<file path="src/source/memPkg.sv">
////////////////////////////////////////
// Shared types and constants for the memory subsystem
// Word and address typedefs, array depth, MSR bit map, controller states
////////////////////////////////////////

package memPkg;

   ////////////////////////////////////////
   // Data and address types
   ////////////////////////////////////////

   // 36-bit machine word
   // Bit 0 is the most significant bit, as in the processor documentation
   typedef logic [0:35] word36;

   // Physical or IO address
   // Ordinary little-endian numbering so the low bits can slice the array index
   typedef logic [19:0] addr20;

   ////////////////////////////////////////
   // Memory array geometry
   ////////////////////////////////////////

   // Only the low address bits select a word
   // Anything above bit 9 aliases onto the same storage
   localparam int MEM_ADDR_BITS = 10;

   // Number of words held by the array
   localparam int MEM_DEPTH = 1 << MEM_ADDR_BITS;

   ////////////////////////////////////////
   // Memory Status Register
   ////////////////////////////////////////

   // IO address of the status register, octal 100000
   localparam addr20 MSR_IO_ADDR = 20'o100000;

   // Field positions within word36, documentation numbering
   //
   //   0    EH   error hold, reads zero
   //   1    UE   uncorrectable error, reads zero
   //   2    RE   refresh error, reads zero
   //   3    PE   parity error, read/write
   //   4    EE   ECC enable, reads inverse of last ED written
   //   12   PF   power fail, set at reset, write zero to clear
   //   30   FCB  force check bits, ignored here
   //   35   ED   ECC disable, write only
   //
   // Only the four positions below matter to this design
   localparam int MSR_PE_BIT = 3;
   localparam int MSR_EE_BIT = 4;
   localparam int MSR_PF_BIT = 12;
   localparam int MSR_ED_BIT = 35;

   ////////////////////////////////////////
   // Controller sequencer
   ////////////////////////////////////////

   // IDLE waits for start from the arbiter
   // ACCESS drives the array or MSR strobes
   // DONE returns data and pulses done
   typedef enum logic [1:0]
   {
      IDLE   = 2'd0,
      ACCESS = 2'd1,
      DONE   = 2'd2
   } ctrlState;

endpackage

</file>
<file path="src/source/memStatus.sv">
////////////////////////////////////////
// Memory Status Register with PE, PF and EE bits
////////////////////////////////////////

`timescale 1ns/1ps

module memStatus
(
   input  logic          clk,
   input  logic          rst,
   // Write strobe and data from the controller
   input  logic          msrWrite,
   input  memPkg::word36 msrWdata,
   // Current register contents in read layout
   output memPkg::word36 regStat
);

   // Parity error flag, plain read/write
   logic statPe;

   // Power fail flag
   logic statPf;

   // ECC enable, kept as the inverse of ED
   logic statEe;

   ////////////////////////////////////////
   // Register updates
   ////////////////////////////////////////

   always_ff @(posedge clk)
   begin
      if (rst)
      begin
         statPe <= 1'b0;
         // Power-up leaves PF set until software acknowledges it
         statPf <= 1'b1;
         // ECC starts enabled
         statEe <= 1'b1;
      end
      else if (msrWrite)
      begin
         statPe <= msrWdata[memPkg::MSR_PE_BIT];
         // Writing one keeps PF, writing zero clears it for good
         statPf <= statPf & msrWdata[memPkg::MSR_PF_BIT];
         statEe <= ~msrWdata[memPkg::MSR_ED_BIT];
      end
   end

   ////////////////////////////////////////
   // Read-back word
   ////////////////////////////////////////

   // EH, UE, RE, ECP, ERA and FCB all read as zero
   always_comb
   begin
      regStat                     = '0;
      regStat[memPkg::MSR_PE_BIT] = statPe;
      regStat[memPkg::MSR_EE_BIT] = statEe;
      regStat[memPkg::MSR_PF_BIT] = statPf;
   end

endmodule

</file>
<file path="config.mk">
export PLATFORM = sky130hd
export DESIGN_NAME = memStatus
export DESIGN_NICKNAME = d
export VERILOG_FILES = /design/src/source/memPkg.sv /design/src/source/memStatus.sv
export SDC_FILE = /design/constraint.sdc
export NUM_CORES = 1
export LEC_CHECK = 0
export BUFFER_PORTS_ARGS = -buffer_cell sky130_fd_sc_hd__buf_4
export CAP_MARGIN = 20
export CORE_UTILIZATION = 27
export CTS_BUF_LIST = sky130_fd_sc_hd__clkbuf_4 sky130_fd_sc_hd__clkbuf_8
export CTS_CLUSTER_SIZE = 16
export DETAILED_ROUTE_END_ITERATION = 12
export GPL_TIMING_DRIVEN = 1
export PLACE_DENSITY = 0.86
export SLEW_MARGIN = 20
export SYNTH_ARGS = -nofsm -noshare
export SYNTH_HDL_FRONTEND = slang
export SYNTH_SLANG_ARGS = --single-unit
</file>
<file path="constraint.sdc">
create_clock -name clk -period 1.8 [get_ports clk]
set_input_delay 0.36 -clock clk [delete_from_list [all_inputs] [get_ports clk]]
set_output_delay 0.36 -clock clk [all_outputs]
set_load 0.01 [all_outputs]
</file>
## Yosys cells after proc, flatten, opt, wreduce, memory -nomap -nowiden

Cells that the tools add are included.

| word-level totals | value |
|---|---|
| register bits after elaboration | 3 |

| cells by class | value |
|---|---|
| bitwise gates (word level) | 2 |

Operators by type and width:

| cell | count |
|---|---|
| 1-bit AND | 1 |
| 1-bit inverter | 1 |

## Logic depth before layout (Yosys ltp)

| depth | value |
|---|---|
| depth in word-level cells | 1 |
| depth in mapped cells | 2 |

## Worst setup path before layout

OpenSTA, ideal clock, no wires.

| path | value |
|---|---|
| kind | input to register |
| start | input msrWrite |
| end | register statEe |
| setup time | 0.114 ns |
| arrival | 0.710 ns |
| data required time | 1.686 ns |
| setup slack | 0.976 ns |
| stages | 2 |
| cells stage by stage | or2_1 > a21o_1 |

RTL lines:

| what | RTL line | text |
|---|---|---|
| start: declaration | memStatus.sv:12 | `input logic msrWrite,` |
| end signal: assignment | memStatus.sv:46 | `statEe <= ~msrWdata[memPkg::MSR_ED_BIT];` |
| end: declaration | memStatus.sv:25 | `logic statEe;` |

## Worst setup path after layout

| path | value |
|---|---|
| start | register statPe |
| end | output regStat[32] |

RTL lines:

| what | RTL line | text |
|---|---|---|
| start: declaration | memStatus.sv:19 | `logic statPe;` |
| start signal: assignment | memStatus.sv:43 | `statPe <= msrWdata[memPkg::MSR_PE_BIT];` |
| end: declaration | memStatus.sv:15 | `output memPkg::word36 regStat` |

No word-level cell between the ends.

==> reports/metrics.yaml <==
cts_setup_buffers: 0
cts_root_buffer: "clkbuf_4"
die_area_sq_um: 1560
hold_start: "rst"
async_reset_ff_share_pct: 0
slew_viol_final: 0
gr-total-overflow: 0
ant_nets: 0
seq_area_sq_um: 60.1
peakVddDrop_mv: 0.357
vias_per_cell: 2.76
std_cell_rows: 13
n_antenna_cell: 0
synth_cell_types: 9
fin_crit_ns: 1.04
synth_most_common_cell: "buf_4"
grt_max_degree: 5
use_met3_pct: 5.11
portBuffers: 8
cp_num_buf_inv: 1
grt_pass1_vias: 147
crit_slowest_cell: "dfxtp_1"
worst_hold_slack_ns: 0.311
cap_viol_max_count: 0
synth_common_cells: "buf_4, dfxtp_1, a21o_1"
htree_levels: 1
ys.flop_type: "dfxtp_1"
timing.critical_path.from_type: "flip-flop"
cts_hold_buf: 0
max_freq_mhz: 959
clkLatencyLatePin_ns: 0.23
crit_type: "flip-flop to primary output"
path_delay_family: "flip-flops"
synthesis.area_sq_um: 379
endpoint_kind: "primary output"
wl_microns: 358
cts-resized-gates: 0
grt_pass1_wl_microns: 524
timing.rr.start: "statEe"
yosys_warnings: 0
synth.avg_cell_area_sq_um: 8.07
cts_sinks: 3
fin_util_pct: 26.0
hold_path.class: "input pin to flip-flop"
core_area_sq_um: 1300
fp.dieH_microns: 39.5
met2_usage_pct: 8.61
yosys.area.top_type: "buf_4"
path_clk_slew_ns: 0.04
start_util_pct: 29.1
rsz0062_at_grt: "no"
track_usage_pct: 5.98
cp_max_fo: 2
busiest_layer: "met2"
yosys_register_bits: 3
num-fill-cells: 160
synthCells: 47
numCtsBuffers: 3
clock_skew_ns: 0
status: "complete, no violations"
fin_crit_sh_pct: 57.9
multi_input_area_sq_um: 169
drt-initial-drc-count: 0
cp_cell_sequence: "buf_4"
rr_worst_depth: 2
hold_viol: 0
wire_per_inst_microns: 5.11
synth.area.top_cells: "buf_4, dfxtp_1, a21o_1, mux2i_1, nand2b_1"
yosysSeqAreaShare_pct: 15.8
vias: 193
p_leak_nw: 0.209
worst_hold_path.endpoint: "statPe"
synth_enable_flop_cells: 0
post-dp-hpwl_microns: 312
die_width_microns: 39.5
use_met1_pct: 4.04
setup_viol: 0
synth_top_area_share_pct: 71.3
final_nets: 95
regToRegSetupSlack_ns: 1.01
arrival_ns: 0.68
fin_area_sq_um: 338
drive_gt1_share_pct: 21.8
powerDensity_nw_per_um2: 768
max_stage_delay_ns: 0.33
holdPathStages: 2
num_io_pins: 75
r2r-end: "statEe"
cts_tree: "yes"
antenna_found_initial: 0
area_delta_synth_final_pct: -10.9
place.gp.congestion: 0.585
place_area_sq_um: 308
dr.pass1.iters: 1
clockBufferDepth: 2
required_ns: 1.44
drc: 0
setup-tns-final_ns: 0
-- logic make-up (layout without fill, tap and decap cells) --
| logic type | after synthesis | after routing | synth area share [%] |
|---|---|---|---|
| other | 1 | 33 | 0.989 |
| muxes | 1 | 1 | 2.64 |
| buffers and inverters | 36 | 12 | 71.3 |
| DFF | 3 | 3 | 15.8 |
| AOI/OAI and AO/OA | 2 | 2 | 3.96 |
| and+or+nand+nor | 4 | 4 | 5.28 |
-- state kept, by name (all words and copies together), names as in the netlist --
register,count
statEe,1
statPe,1
statPf,1
-- report_power, final --
part | switching [W] | total (W) | internal (W) | leakage [nW]
registers | 0.00000200 | 0.0000730 | 0.0000710 | 0.0249
clock network | 0.0000336 | 0.000132 | 0.0000980 | 0.0184
logic | 0.0000392 | 0.0000548 | 0.0000156 | 0.166
total | 0.0000748 | 0.000259 | 0.000185 | 0.209
-- stage by stage --
step | cells | worst slack [ns] | power (W)
floorplan | 79 | 0.976 | 0.000170
global placement | 66 | 0.839 | 0.000127
detailed placement | 66 | 0.825 | 0.000128
CTS | 70 | 0.749 | 0.000267
global route | 70 | 0.714 | 0.000283
finish | 70 | 0.758 | 0.000259
-- layer usage --
layer  part of all wire, %  up-vias
met5                     0        -
met4                     0        0
met3                    13        0
met2                    53       23
met1                    34       80
li1                      -       90
-- worst max-delay path by stage --
stage | cells after the start | slack [ns] | endpoint | startpoint
floorplan | 2 | 0.98 | statEe | msrWrite
global placement | 3 | 0.84 | statEe | msrWrite
detailed placement | 3 | 0.82 | statEe | msrWrite
CTS | 1 | 0.75 | regStat[32] | statPe
global route | 1 | 0.71 | regStat[32] | statPe
finish | 1 | 0.76 | regStat[32] | statPe
-- layout by cell type (no fill, tap or decap), drive strengths merged --
master	count
conb	33
clkbuf	4
a21o	2
nand2b	1
buf	8
mux2i	1
nand2	1
nor2	1
or2	1
dfxtp	3
-- cell type report --
type / instances / area share, %
repair buffers: 8 / 17.8
flip-flops and latches: 3 / 17.8
multi-input cells: 40 / 50.0
clock buffers: 4 / 8.89
well taps: 15 / 5.56
-- worst reg2reg max path: cells and delay by family (launching register included) --
family	cells	cell delay (ns)
simple gates	1	0.22
flops	1	0.30
compound gates	1	0.17
No activity file was read; power rests on OpenSTA's default activity.
