File: src/source/memArbiter.sv
////////////////////////////////////////
// Round-robin arbiter for the CPU and console ports
////////////////////////////////////////

`timescale 1ns/1ps

module memArbiter
(
   input  logic clk,
   input  logic rst,
   // Request levels from the two masters
   input  logic cpuReq,
   input  logic conReq,
   // End of access from the controller
   input  logic done,
   // Held grants, one-hot or both low
   output logic grantCpu,
   output logic grantCon,
   // One-cycle kick to the controller
   output logic start
);

   // Set while an access is in flight
   logic busy;

   // Last master served was the CPU
   logic lastCpu;

   // Winner of the current round
   logic pickCpu;
   logic pickCon;

   ////////////////////////////////////////
   // Round-robin pick
   ////////////////////////////////////////

   // Console wins when alone, or when both ask and the CPU went last
   // CPU wins every other case where it is requesting
   always_comb
   begin
      pickCon = conReq & (~cpuReq | lastCpu);
      pickCpu = cpuReq & ~pickCon;
   end

   ////////////////////////////////////////
   // Grant and start registers
   ////////////////////////////////////////

   always_ff @(posedge clk)
   begin
      if (rst)
      begin
         busy     <= 1'b0;
         grantCpu <= 1'b0;
         grantCon <= 1'b0;
         start    <= 1'b0;
         // Console counts as last served so the CPU wins the first tie
         lastCpu  <= 1'b0;
      end
      else
      begin
         // Start lasts a single cycle
         start <= 1'b0;
         if (busy)
         begin
            // Drop grant after done so a released request is not granted again
            if (done)
            begin
               busy     <= 1'b0;
               grantCpu <= 1'b0;
               grantCon <= 1'b0;
            end
         end
         else if (cpuReq || conReq)
         begin
            busy     <= 1'b1;
            start    <= 1'b1;
            grantCpu <= pickCpu;
            grantCon <= pickCon;
            lastCpu  <= pickCpu;
         end
      end
   end

endmodule

File: config.mk
export PLATFORM = sky130hd
export DESIGN_NAME = memArbiter
export DESIGN_NICKNAME = d
export VERILOG_FILES = /design/src/source/memArbiter.sv
export SDC_FILE = /design/constraint.sdc
export NUM_CORES = 1
export LEC_CHECK = 0
export ABC_CLOCK_PERIOD_IN_PS = 1000
export CORE_AREA = 5 5 42 44
export CTS_BUF_LIST = sky130_fd_sc_hd__clkbuf_8
export DETAILED_ROUTE_END_ITERATION = 8
export DIE_AREA = 0 0 47 49
export DONT_BUFFER_PORTS = 1
export PLACE_DENSITY = 0.3
export SETUP_SLACK_MARGIN = 0.1
export SYNTH_ARGS = -nofsm -noshare
export SYNTH_HDL_FRONTEND = slang
export SYNTH_SLANG_ARGS = --single-unit
File: constraint.sdc
create_clock -name clk -period 1 [get_ports clk]
set_input_delay 0 -clock clk [delete_from_list [all_inputs] [get_ports clk]]
set_output_delay 0 -clock clk [all_outputs]
set_load 0.02 [all_outputs]
# Yosys cells after proc, flatten, opt, wreduce, memory -nomap -nowiden
# Cells that the tools add are included.
# word_totals
regBits,5
latch_bits,0
ramBits,0
rom_bits,0
in_bits,5
output_inout_bits,3
wordCells,25
n_memories,0
# op_classes
addsub,0
n_mul,0
div,0
magnitude_cmp,0
n_eq_ne,1
shifts,0
mux,8
n_bitwise,6
reduce_logical,5
# ops
op,n
1-bit two-way mux,8
2-bit AND reduction,2
1-bit inverter,3
1-bit AND,2
"2-bit inequality test, second input constant",1
2-bit nonzero test,1
2-bit OR reduction,1
1-bit logical OR,1
1-bit bitwise OR,1

# Depth between registers and ports, before layout
# logic_depth
ltp_word,7
mapped_depth,3
ltp_nobuf,3

# Worst setup path before layout
# No wires, ideal clock.
# synth_timing
kind,flip-flop to flip-flop
start,reg busy
end,reg grantCon
arrival_time_ns,0.782
required_ns,0.885
slack_ns,0.104
path_stages_with_launch,4
synth_period_minus_slack_ns,0.896
cell_sequence,dfxtp_1 -> nand2_2 -> and3_1 -> o21a_1
# synth_between
elab_chain_len,2
word_cells_on_any_way,4
cone_classes,eq/ne: 1; mux: 1; reduce/logical: 2
# synth_lines
element,line_no,text
from (decl),24,logic busy;
from (signal assigned),53,busy <= 1'b0;
from (signal assigned),69,busy <= 1'b0;
from (signal assigned),76,busy <= 1'b1;
2-bit inequality test (no source line) / 2-bit nonzero test (equally long branches),--,
2-bit AND reduction (no source line),--,
to (signal assigned),79,grantCon <= pickCon;
to (decl),18,"output logic grantCon,"
# Several ways; a longest one is shown, not always the timed one.
# A chain may end at the register's enable or synchronous reset.

# Final worst setup path
# Ends and elaborated chain as after synthesis.

==> reports/qor.csv <==
stage,metric,value,unit
global_routing,GRT met1 Usage,0.05507,
clock_tree,Clock Latency Late Sink,0.22,ns
critical_path,Worst setup EP type,register,
power,largest vdd supply drop,0.6230,mV
drt,final WL,524,um
sta,Slew Limit Headroom,0.8609,
drt,Residual DRC,0,
yosys,largest family of logic cells by synthesized area,simple AND/OR/NAND/NOR gates,
power,Pwr Total,684.4,uW
clock_tree,clock sink total,5,
placed_design,port bufs,0,
global_routing,vias in the first global route,206,
clock_tree,Setup Buffers After CTS,0,
critical_path,Arrival @ worst endpoint,1.01,ns
power,clock share of power,0.529,
critical_path,"CP delay by family, top",flip-flops,
sta,Fin Setup TNS,0,ns
clock_tree,CTS H-tree lvls,1,
worst_hold_path,WHS Endpoint,grantCpu$_SDFFE_PP0P_,
placed_design,GP Congestion,0.7750,
critical_path,Worst path slowest cell,dfxtp_4,
clock_tree,Max clock buf depth,2,
sta,Slew Limit Fails,0,
clock_tree,TritonCTS clock tree,done,
critical_path,FF-to-FF End,grantCon$_SDFFE_PP0P_,
finish,Final #Nets,38,
yosys,ranking of synthesized cells by area,"dfxtp_1 (52%), nand2b_1 (6.5%), a21oi_1 (5.2%)",
yosys,Compound-Gate Fraction of Synth Area,0.1871,
sta,PnR worst setup slack,0.1037,ns
drt,first-pass detailed-route iteration total,4,
sta,hold_ws,-0.01357,ns
yosys,area share of the largest cell type after synthesis,0.5161,
floorplan,Die ar.,2303,sq um
power,Pint,530.4,uW
worst_hold_path,HP Class,in -> reg,
floorplan,chip height,49,um
yosys,cell type contributing the most total cell area after synthesis,dfxtp_1,
floorplan,Top-Level Pins,8,
sta,clk_skew,0.0009267,ns
critical_path,Worst path max stage delay,0.35,ns
drt,WL per Instance,10.92,um
critical_path,crit path from,busy$_SDFF_PP0_,
yosys,post-synthesis instance total,21,
power,Leak,0.1496,nW
finish,Multi-input gate area,106.4,sq um
clock_tree,clk root buf,clkbuf_8,
run_status,failing checks,negative hold slack,
sta,fin crit share,0.8963,
flow_run,Max Cap Viol,0,
critical_path,critical path launch point type,register,
clock_tree,clk slew on worst S/H paths,0.03,ns
sta,RSZ-0062 raised after global routing,true,
drt,DRT antenna net count,0,
drt,detailed router's first-iteration violation count,2,
critical_path,CP max FO,6,
critical_path,R2R cell count,3,
run_status,status,"complete, but fails checks",
clock_tree,CTS buffer count,3,
yosys,number of synthesized flops with an enable pin,0,
finish,layout cell share with drive strength beyond 1,0.3750,
floorplan,Starting Density,0.1384,
global_routing,routing usage on met3,0.05535,
sta,Worst Max-Slew Pin Slew,0.2084,ns
sta,final hold vios,1,
yosys,Post-Synth Simple-Gate Area,0.2581,
global_routing,largest net degree at the start of global routing,7,
power,switching part of the total,0.2250,
global_routing,first-pass GRT wire length,814,um
global_routing,initial antenna violation count,0,
placed_design,Post-DP HPWL,352.3,um
yosys,post-synthesis xor/xnor area fraction,0,
critical_path,Crit Path Class,reg -> reg,
placed_design,Setup WS pre-CTS,0.06333,ns
yosys,sequential share of the synthesized area,0.5161,
finish,fin util,0.2464,
yosys,syn_nets,26,
finish,Register Area,103.9,sq um
finish,"Area growth, synth to finish",78.06,%
worst_hold_path,min-delay src,cpuReq,
power,Flop pwr share,0.343,
global_routing,grt total ovfl,0,
critical_path,CP cell instances,nand2b_4 -> and3_1 -> o21a_1,
worst_hold_path,worst hold stages,2,
placed_design,dpl cell area,236.5,sq um
placed_design,Post-Place Cells,40,
drt,vias,195,
drt,via-per-instance ratio,4.063,
yosys,"Warnings, synthesis",0,
yosys,"Primary FF master, synth",dfxtp_1,
critical_path,Critical Path RT,1.11,ns
floorplan,core box area,1401,sq um
sta,Final setup viols,0,
yosys,Post-Syn Area per Cell,9.235,sq um
sta,fmax,1116,MHz
critical_path,RR Startpoint,busy$_SDFF_PP0_,
global_routing,GRT busiest layer,met2,
sta,Period minus WS final,0.8963,ns
power,PwrDens,1982,nW/um^2
yosys,adder-cell share of the synthesized area,0,
floorplan,row count,14,
critical_path,Reg2Reg Setup Slack,0.10,ns
finish,post-route cell area,345.3,sq um
critical_path,Buffers & Inverters on Critical Path,0,
yosys,Synth async-reset ratio,0,
global_routing,GRT met2 Usage,0.05882,
global_routing,GRT Overall Usage,0.05285,
power,Psw,154.0,uW
finish,Fillers,164,
yosys,Synth Register Bits,5,
finish,Post-Layout Cell Count,48,
floorplan,chip width,47,um
yosys,post-synthesis mux area share,0,
finish,Ant. Diodes,0,
yosys,"Cell Area, Synth",193.9,sq um
yosys,most common cell in the netlist,dfxtp_1,
yosys,Yosys cell types,12,
power,combinational power share,0.128,
==> cell families (layout without fill, tap and decap cells) <==
logic type	after synthesis	after routing
flip-flops	5	5
AND/OR/NAND/NOR	9	9
buffers and inverters	2	13
AO/OA/AOI/OAI	5	5
==> power by group through the flow <==
stage                     Sequential [mW]  Combinational [mW]  Clock, mW
after floorplan                     0.243              0.0322          0
after global placement              0.235              0.0621          0
after detailed placement            0.236              0.0609          0
after CTS                           0.234              0.0773      0.374
after global routing                0.238              0.0964      0.390
final                               0.235              0.0877      0.362
==> layout by cell type (no fill, tap or decap), drive strengths merged <==
master	instances
and3	1
nand2b	2
nor2	2
dlygate4sd3	4
o311a	1
inv	3
nand2	1
nor3	2
a21oi	2
o21a	1
dfxtp	5
clkbuf	3
buf	3
nor3b	1
a2bb2oi	1
==> routing by layer <==
layer  share of wire  wire [um]
met4           0.032         17
met3            0.14         75
met5               0          0
met1            0.41        216
met2            0.41        215
==> registers in the layout, summed over array words and instances, names as in the netlist <==
register  cells
busy          1
grantCon      1
grantCpu      1
lastCpu       1
start         1
==> cell type report <==
cell class,count,share of cell area
clock buffer,3,0.1196
multi-input combinational,14,0.3080
tap,16,0.05797
clock inverter,1,0.01087
timing repair buffer,7,0.1812
inverter,2,0.02174
sequential,5,0.3007
==> worst reg2reg max path, stage by stage (launching register included) <==
cell,delay [ns]
dfxtp_4,0.35
nand2b_4,0.13
and3_1,0.15
o21a_1,0.16
==> worst max path at each step <==
stage	to	slack, ns	cells after the start
floorplan	grantCon$_SDFFE_PP0P_	0.10	3
global placement	grantCon$_SDFFE_PP0P_	0.08	3
detailed placement	grantCon$_SDFFE_PP0P_	0.06	3
CTS	grantCon$_SDFFE_PP0P_	0.11	3
global route	lastCpu$_SDFFE_PP0P_	0.06	4
finish	grantCon$_SDFFE_PP0P_	0.10	3
==> timing repair <==
| item | CTS | global route |
|---|---|---|
| setup endpoints to repair | 1 | 3 |
| endpoints found under the hold margin | 5 | 0 |
| hold buffers | 4 | 0 |
| gates resized for setup | 1 | 5 |
| cloned | 0 | 0 |
No activity file was read; power rests on OpenSTA's default activity.
