==> config.mk <==
export PLATFORM = sky130hd
export DESIGN_NAME = memCtrl
export DESIGN_NICKNAME = d
export VERILOG_FILES = /design/src/source/memPkg.sv /design/src/source/memCtrl.sv
export SDC_FILE = /design/constraint.sdc
export NUM_CORES = 1
export LEC_CHECK = 0
export BUFFER_PORTS_ARGS = -buffer_cell sky130_fd_sc_hd__buf_4
export CAP_MARGIN = 25
export CORE_AREA = 2 2 100 102
export DETAILED_ROUTE_END_ITERATION = 6
export DIE_AREA = 0 0 102 104
export GPL_ROUTABILITY_DRIVEN = 0
export HOLD_SLACK_MARGIN = 0.05
export MAX_ROUTING_LAYER = met4
export PLACE_DENSITY_LB_ADDON = 0.25
export SYNTH_ARGS = -nofsm -noshare
export SYNTH_HDL_FRONTEND = slang
export SYNTH_SLANG_ARGS = --single-unit
export TNS_END_PERCENT = 5
==> constraint.sdc <==
create_clock -name clk -period 6.4 [get_ports clk]
set_input_delay 0.64 -clock clk [delete_from_list [all_inputs] [get_ports clk]]
set_output_delay 0.64 -clock clk [all_outputs]
set_load 0.02 [all_outputs]
==> src/source/memPkg.sv <==
////////////////////////////////////////
// Shared types and constants for the memory subsystem
// Word and address typedefs, array depth, MSR bit map, controller states
////////////////////////////////////////

package memPkg;

   ////////////////////////////////////////
   // Data and address types
   ////////////////////////////////////////

   // 36-bit machine word
   // Bit 0 is the most significant bit, as in the processor documentation
   typedef logic [0:35] word36;

   // Physical or IO address
   // Ordinary little-endian numbering so the low bits can slice the array index
   typedef logic [19:0] addr20;

   ////////////////////////////////////////
   // Memory array geometry
   ////////////////////////////////////////

   // Only the low address bits select a word
   // Anything above bit 9 aliases onto the same storage
   localparam int MEM_ADDR_BITS = 10;

   // Number of words held by the array
   localparam int MEM_DEPTH = 1 << MEM_ADDR_BITS;

   ////////////////////////////////////////
   // Memory Status Register
   ////////////////////////////////////////

   // IO address of the status register, octal 100000
   localparam addr20 MSR_IO_ADDR = 20'o100000;

   // Field positions within word36, documentation numbering
   //
   //   0    EH   error hold, reads zero
   //   1    UE   uncorrectable error, reads zero
   //   2    RE   refresh error, reads zero
   //   3    PE   parity error, read/write
   //   4    EE   ECC enable, reads inverse of last ED written
   //   12   PF   power fail, set at reset, write zero to clear
   //   30   FCB  force check bits, ignored here
   //   35   ED   ECC disable, write only
   //
   // Only the four positions below matter to this design
   localparam int MSR_PE_BIT = 3;
   localparam int MSR_EE_BIT = 4;
   localparam int MSR_PF_BIT = 12;
   localparam int MSR_ED_BIT = 35;

   ////////////////////////////////////////
   // Controller sequencer
   ////////////////////////////////////////

   // IDLE waits for start from the arbiter
   // ACCESS drives the array or MSR strobes
   // DONE returns data and pulses done
   typedef enum logic [1:0]
   {
      IDLE   = 2'd0,
      ACCESS = 2'd1,
      DONE   = 2'd2
   } ctrlState;

endpackage

==> src/source/memCtrl.sv <==
////////////////////////////////////////
// Memory controller sequencer
// Decodes memory or IO space, drives array and MSR, returns data
////////////////////////////////////////

`timescale 1ns/1ps

module memCtrl
(
   input  logic                             clk,
   input  logic                             rst,
   // Kick from the arbiter, fields below are valid in this cycle
   input  logic                             start,
   input  logic                             write,
   input  logic                             io,
   input  memPkg::addr20                    addr,
   input  memPkg::word36                    wdata,
   // Read paths from the array and the status register
   input  memPkg::word36                    arrRdata,
   input  memPkg::word36                    regStat,
   // Array port
   output logic                             arrWe,
   output logic [memPkg::MEM_ADDR_BITS-1:0] arrAddr,
   output memPkg::word36                    arrWdata,
   // Status register port
   output logic                             msrWrite,
   output memPkg::word36                    msrWdata,
   // End of access and returned data
   output logic                             done,
   output memPkg::word36                    rdata
);

   // Sequencer state
   memPkg::ctrlState state;
   memPkg::ctrlState nextState;

   // Request fields captured at start
   logic          writeQ;
   logic          ioQ;
   memPkg::addr20 addrQ;
   memPkg::word36 wdataQ;

   // IO access hits the status register
   logic msrHit;

   ////////////////////////////////////////
   // State machine
   ////////////////////////////////////////

   // Two cycles busy after start, then back to idle
   always_comb
   begin
      nextState = state;
      unique case (state)
         memPkg::IDLE:
         begin
            if (start)
            begin
               nextState = memPkg::ACCESS;
            end
         end
         memPkg::ACCESS:
         begin
            nextState = memPkg::DONE;
         end
         memPkg::DONE:
         begin
            nextState = memPkg::IDLE;
         end
         default:
         begin
            nextState = memPkg::IDLE;
         end
      endcase
   end

   always_ff @(posedge clk)
   begin
      if (rst)
      begin
         state <= memPkg::IDLE;
      end
      else
      begin
         state <= nextState;
      end
   end

   // Hold the request while the access runs
   always_ff @(posedge clk)
   begin
      if (start && state == memPkg::IDLE)
      begin
         writeQ <= write;
         ioQ    <= io;
         addrQ  <= addr;
         wdataQ <= wdata;
      end
   end

   ////////////////////////////////////////
   // Access strobes
   ////////////////////////////////////////

   assign msrHit = (addrQ == memPkg::MSR_IO_ADDR);

   // Address is presented every cycle, a read only needs it in ACCESS
   assign arrAddr  = addrQ[memPkg::MEM_ADDR_BITS-1:0];
   assign arrWdata = wdataQ;
   assign arrWe    = (state == memPkg::ACCESS) & ~ioQ & writeQ;

   // Writes to other IO addresses go nowhere
   assign msrWdata = wdataQ;
   assign msrWrite = (state == memPkg::ACCESS) & ioQ & writeQ & msrHit;

   ////////////////////////////////////////
   // Completion and read data
   ////////////////////////////////////////

   assign done = (state == memPkg::DONE);

   // Array data arrives from the registered read issued in ACCESS
   // Writes and unused IO addresses return zero
   always_comb
   begin
      rdata = '0;
      if (done && !writeQ)
      begin
         if (!ioQ)
         begin
            rdata = arrRdata;
         end
         else if (msrHit)
         begin
            rdata = regStat;
         end
      end
   end

endmodule

* Word-level counts from Yosys, hierarchy flattened
Cells that the tools add are included.
Storage, ports and cells: bits in registers 60, latch bits 0, memory bits (writable) 0, bits in read-only memories 0, input bits 133, output and inout port bits 121, word-level logic and storage cells 24, memories 0
Operators by class: add/sub/neg operators 0, $mul 0, divide/modulo/power cells 0, $lt $le $gt $ge 0, equal/unequal tests 4, shift operators 0, muxes and demuxes 5, bitwise gates (word level) 6, reduce and logical (&&, ||, !) cells 4
Operator list (number):
- 2-to-1 mux 36 bit | 3
- equality test 20 x 16 -> 1 bit (second input constant) | 1
- AND 1 bit | 5
- case mux 2 bit (2 select lines) | 1
- equality test 2 x 1 -> 1 bit (second input constant) | 1
- equality test 2 bit (second input constant) | 1
- logical AND 1 bit | 2
- zero test 2 bit | 1
- 2-to-1 mux 2 bit | 1
- != test 2 bit (second input constant) | 1
- zero test 1 bit | 1
- inverter 1 bit | 1

* Longest topological paths before layout
depth in word-level cells 4, depth in mapped cells 4

* Worst setup path after synthesis
OpenSTA, ideal clock, no wires.
path kind input to register, start point input start, end point register addrQ[0], enable pin, library setup time 0.559 ns, arrival 4.879 ns, path slack 0.962 ns, cell stages on the path 1, cells stage by stage nor3b_1
On the way: longest elaborated chain between the ends 1
RTL lines:
- start: declaration | line memCtrl.sv:13 | input logic start,
- logical AND 1 bit | line memCtrl.sv:92 | if (start && state == memPkg::IDLE)
- end signal: assignment | line memCtrl.sv:96 | addrQ <= addr;
- end: declaration | line memCtrl.sv:40 | memPkg::addr20 addrQ;
No other way between the ends. A chain may end at the register's enable or synchronous reset.

* Final worst setup path
start point register addrQ[8], end point output rdata[26]
On the way: longest elaborated chain between the ends 4
RTL lines:
- equality test 20 x 16 -> 1 bit | line memCtrl.sv:105 | assign msrHit = (addrQ == memPkg::MSR_IO_ADDR);
- 2-to-1 mux 36 bit | line memCtrl.sv:133 | else if (msrHit)
- 2-to-1 mux 36 bit | line memCtrl.sv:129 | if (!ioQ)
- 2-to-1 mux 36 bit | line memCtrl.sv:127 | if (done && !writeQ)
- end: declaration | line memCtrl.sv:30 | output memPkg::word36 rdata
No other way between the ends.

==> results.py <==
metrics = {
    "run_status": {
        "status": "complete, no violations",
    },
    "power": {
        "peakVddDrop_mv": 0.132,
        "power_leakage_uw": 0.00201,
        "total_power_uw": 933,
        "power_density_nw_per_um2": 196,
    },
    "drt": {
        "drc": 0,
        "ant_nets": 0,
        "vias": 2634,
        "vias_per_cell": 4.44,
        "drt-initial-drc-count": 92,
        "drt_wl_total_mm": 8.74,
        "first_pass_iters": 6,
        "wl_per_cell_um": 14.7,
    },
    "worst_setup_path": {
        "critPathKind": "reg2out",
        "critPathArrivalTime_ns": 2.49,
        "required_ns": 5.76,
        "reg2reg_slack_ns": 4.81,
        "cp-end-kind": "output port",
        "reg2reg_to": "addrQ[12]$_DFFE_PP_",
        "start_kind": "flip-flop",
        "reg2regPathDepth": 2,
        "crit_fanout": 37,
        "r2r_start": "state[0]$_SDFFE_PP0P_",
    },
    "cells_and_area": {
        "area_growth_pct": 61.5,
        "multi_input_comb_area_um2": 722,
        "drive_above_1_share": 0.610,
        "layoutNonFillerInstCount": 593,
        "postLayoutCoreUtil": 0.499,
        "layout.nets": 587,
        "layout_commonest_cell": "buf_4",
        "regArea_um2": 1780,
        "fill_cells": 891,
        "final_area_um2": 4770,
        "layout_common_cells": "buf_4 (258), edfxtp_1 (58), nand2_1 (37)",
    },
    "global_routing": {
        "grt-ovfl-total": 0,
        "grt_pass1_vias": 2517,
        "grt_pass1_wl_mm": 12.4,
        "grt_max_degree": 60,
        "antenna_found_initial": 1,
        "grt_use_total": 0.158,
    },
    "floorplan": {
        "start_util": 0.309,
        "die_w_um": 102,
        "dieArea_um2": 10600,
        "ios": 254,
        "row_count": 36,
        "coreArea_um2": 9550,
        "die_h_um": 104,
    },
    "timing": {
        "worst-slew-pin-transition_ns": 0.924,
        "fin_crit_sh": 0.490,
        "clock-skew-final_ns": 0.00569,
        "slew_headroom": 0.383,
        "grt_setup_unrepaired": "false",
        "final-hold-violation-count": 0,
        "slew_viol_final": 0,
        "setup_viol": 0,
        "tns_ns": 0,
        "fmax_mhz": 319,
        "fin_crit_ns": 3.13,
    },
    "cts": {
        "insertion_delay_ns": 0.32,
        "cts_tree": "yes",
        "numCtsBuffers": 9,
        "clk_path_buf_depth": 2,
        "cts_resized": 0,
        "clk_pin_slew_ns": 0.07,
        "ctsHoldBuffers": 0,
        "root_buffer": "clkbuf_8",
        "htreeDepth": 3,
        "cts_setup_buffers": 0,
        "clock-sinks": 60,
    },
    "flow_run": {
        "max_cap_violations": 0,
    },
    "synth": {
        "synth_warnings": 0,
        "syn_area_per_cell_um2": 12.0,
        "syn_area_um2": 2950,
        "synth.distinct_cells": 22,
        "synthCells": 246,
        "synth-seq-area-share": 0.604,
        "synth_seq_cells": 60,
        "syn-num-nets": 379,
    },
    "hold_path": {
        "holdCritPathClass": "in2reg",
        "holdPathStages": 2,
        "hold_path_end": "state[0]$_SDFFE_PP0P_",
        "hp-start": "rst",
    },
    "placement": {
        "dpl_cell_area_um2": 4610,
        "dp_hpwl_mm": 6.72,
        "dp_cells": 576,
        "io_buffer_count": 253,
    },
}
logic make-up (layout without fill, tap and decap cells):
| group | after synthesis | count (layout) | synth area share |
|---|---|---|---|
| compound gates | 36 | 36 | 0.0610 |
| buf+inv | 61 | 274 | 0.154 |
| flops | 60 | 60 | 0.604 |
| other cells | 0 | 1 | 0 |
| simple gates | 89 | 89 | 0.181 |
worst max-delay path by stage:
| stage | start | endpoint | slack (ns) | depth (start not counted) |
|---|---|---|---|---|
| 6_report | addrQ[8]$_DFFE_PP_ | rdata[26] | 3.27 | 4 |
| 5_1_grt | addrQ[8]$_DFFE_PP_ | rdata[18] | 2.91 | 4 |
| 4_1_cts | addrQ[8]$_DFFE_PP_ | rdata[26] | 3.20 | 4 |
| 3_5_place_dp | addrQ[8]$_DFFE_PP_ | rdata[26] | 3.58 | 4 |
| 3_3_place_gp | addrQ[8]$_DFFE_PP_ | rdata[26] | 3.55 | 4 |
| 2_1_floorplan | start | addrQ[0]$_DFFE_PP_ | 0.96 | 1 |
flip-flops by register name (all words and copies together), names as in the netlist:
| name | count |
|---|---|
| state | 2 |
| arrWdata | 36 |
| writeQ | 1 |
| ioQ | 1 |
| addrQ | 20 |
worst max-delay path: stages, from the launching register on:
cell and delay [ns]:
edfxtp_1 0.42, nor4_1 0.36, nand4_2 0.76, o21ai_0 0.43
buf_4 0.19
power by group:
group | leakage (uW) | switching (uW) | internal (uW)
registers | 0.000572 | 15.9 | 462
clock network | 0.0000813 | 139 | 134
logic | 0.00136 | 86.8 | 95.5
total | 0.00201 | 241 | 692
through the flow:
stage / setup WS [ns] / hold WS (ns)
3_3_place_gp: 3.55 / 0.523
3_5_place_dp: 3.58 / 0.531
4_1_cts: 3.20 / 0.451
2_1_floorplan: 0.962 / 0.467
5_1_grt: 2.91 / 0.457
6_report: 3.27 / 0.471
cell usage after synthesis:
cell type  instances  area, um^2
edfxtp_1          58        1740
buf_4             46         345
nand2_1           37         139
nand4_1           36         225
o21ai_1           30         150
buf_2              7        35.0
buf_6              6        67.6
o21ai_0            6        30.0
clkbuf_1           2        7.51
dfxtp_1            2        40.0
nor2_1             2        7.51
nor2b_1            2        12.5
nor3b_1            2        15.0
nor4b_2            2        30.0
nand3b_1           1        7.51
nand4_2            1        12.5
nor3_1             1        5.00
nor3_2             1        10.0
nor3b_4            1        18.8
nor4_1             1        6.26
nor4_4             1        21.3
nor4b_4            1        23.8
cell type report:
cell class	instances	area share
Timing Repair Buffer	258	0.406
Sequential cell	60	0.374
Tap cell	133	0.0349
Antenna cell	1	0.000525
Multi-Input combinational cell	125	0.151
Clock buffer	9	0.0260
Clock inverter	7	0.00709
routing by layer:
layer,global-route usage,share of wire,up-vias,wire length [um]
li1,-,-,1291,-
met1,0.165,0.37,1165,3240
met2,0.267,0.49,168,4310
met3,0.0605,0.12,10,1060
met4,0.0619,0.014,0,119
met5,-,0,-,0
Power figures use the tool's default switching activity.
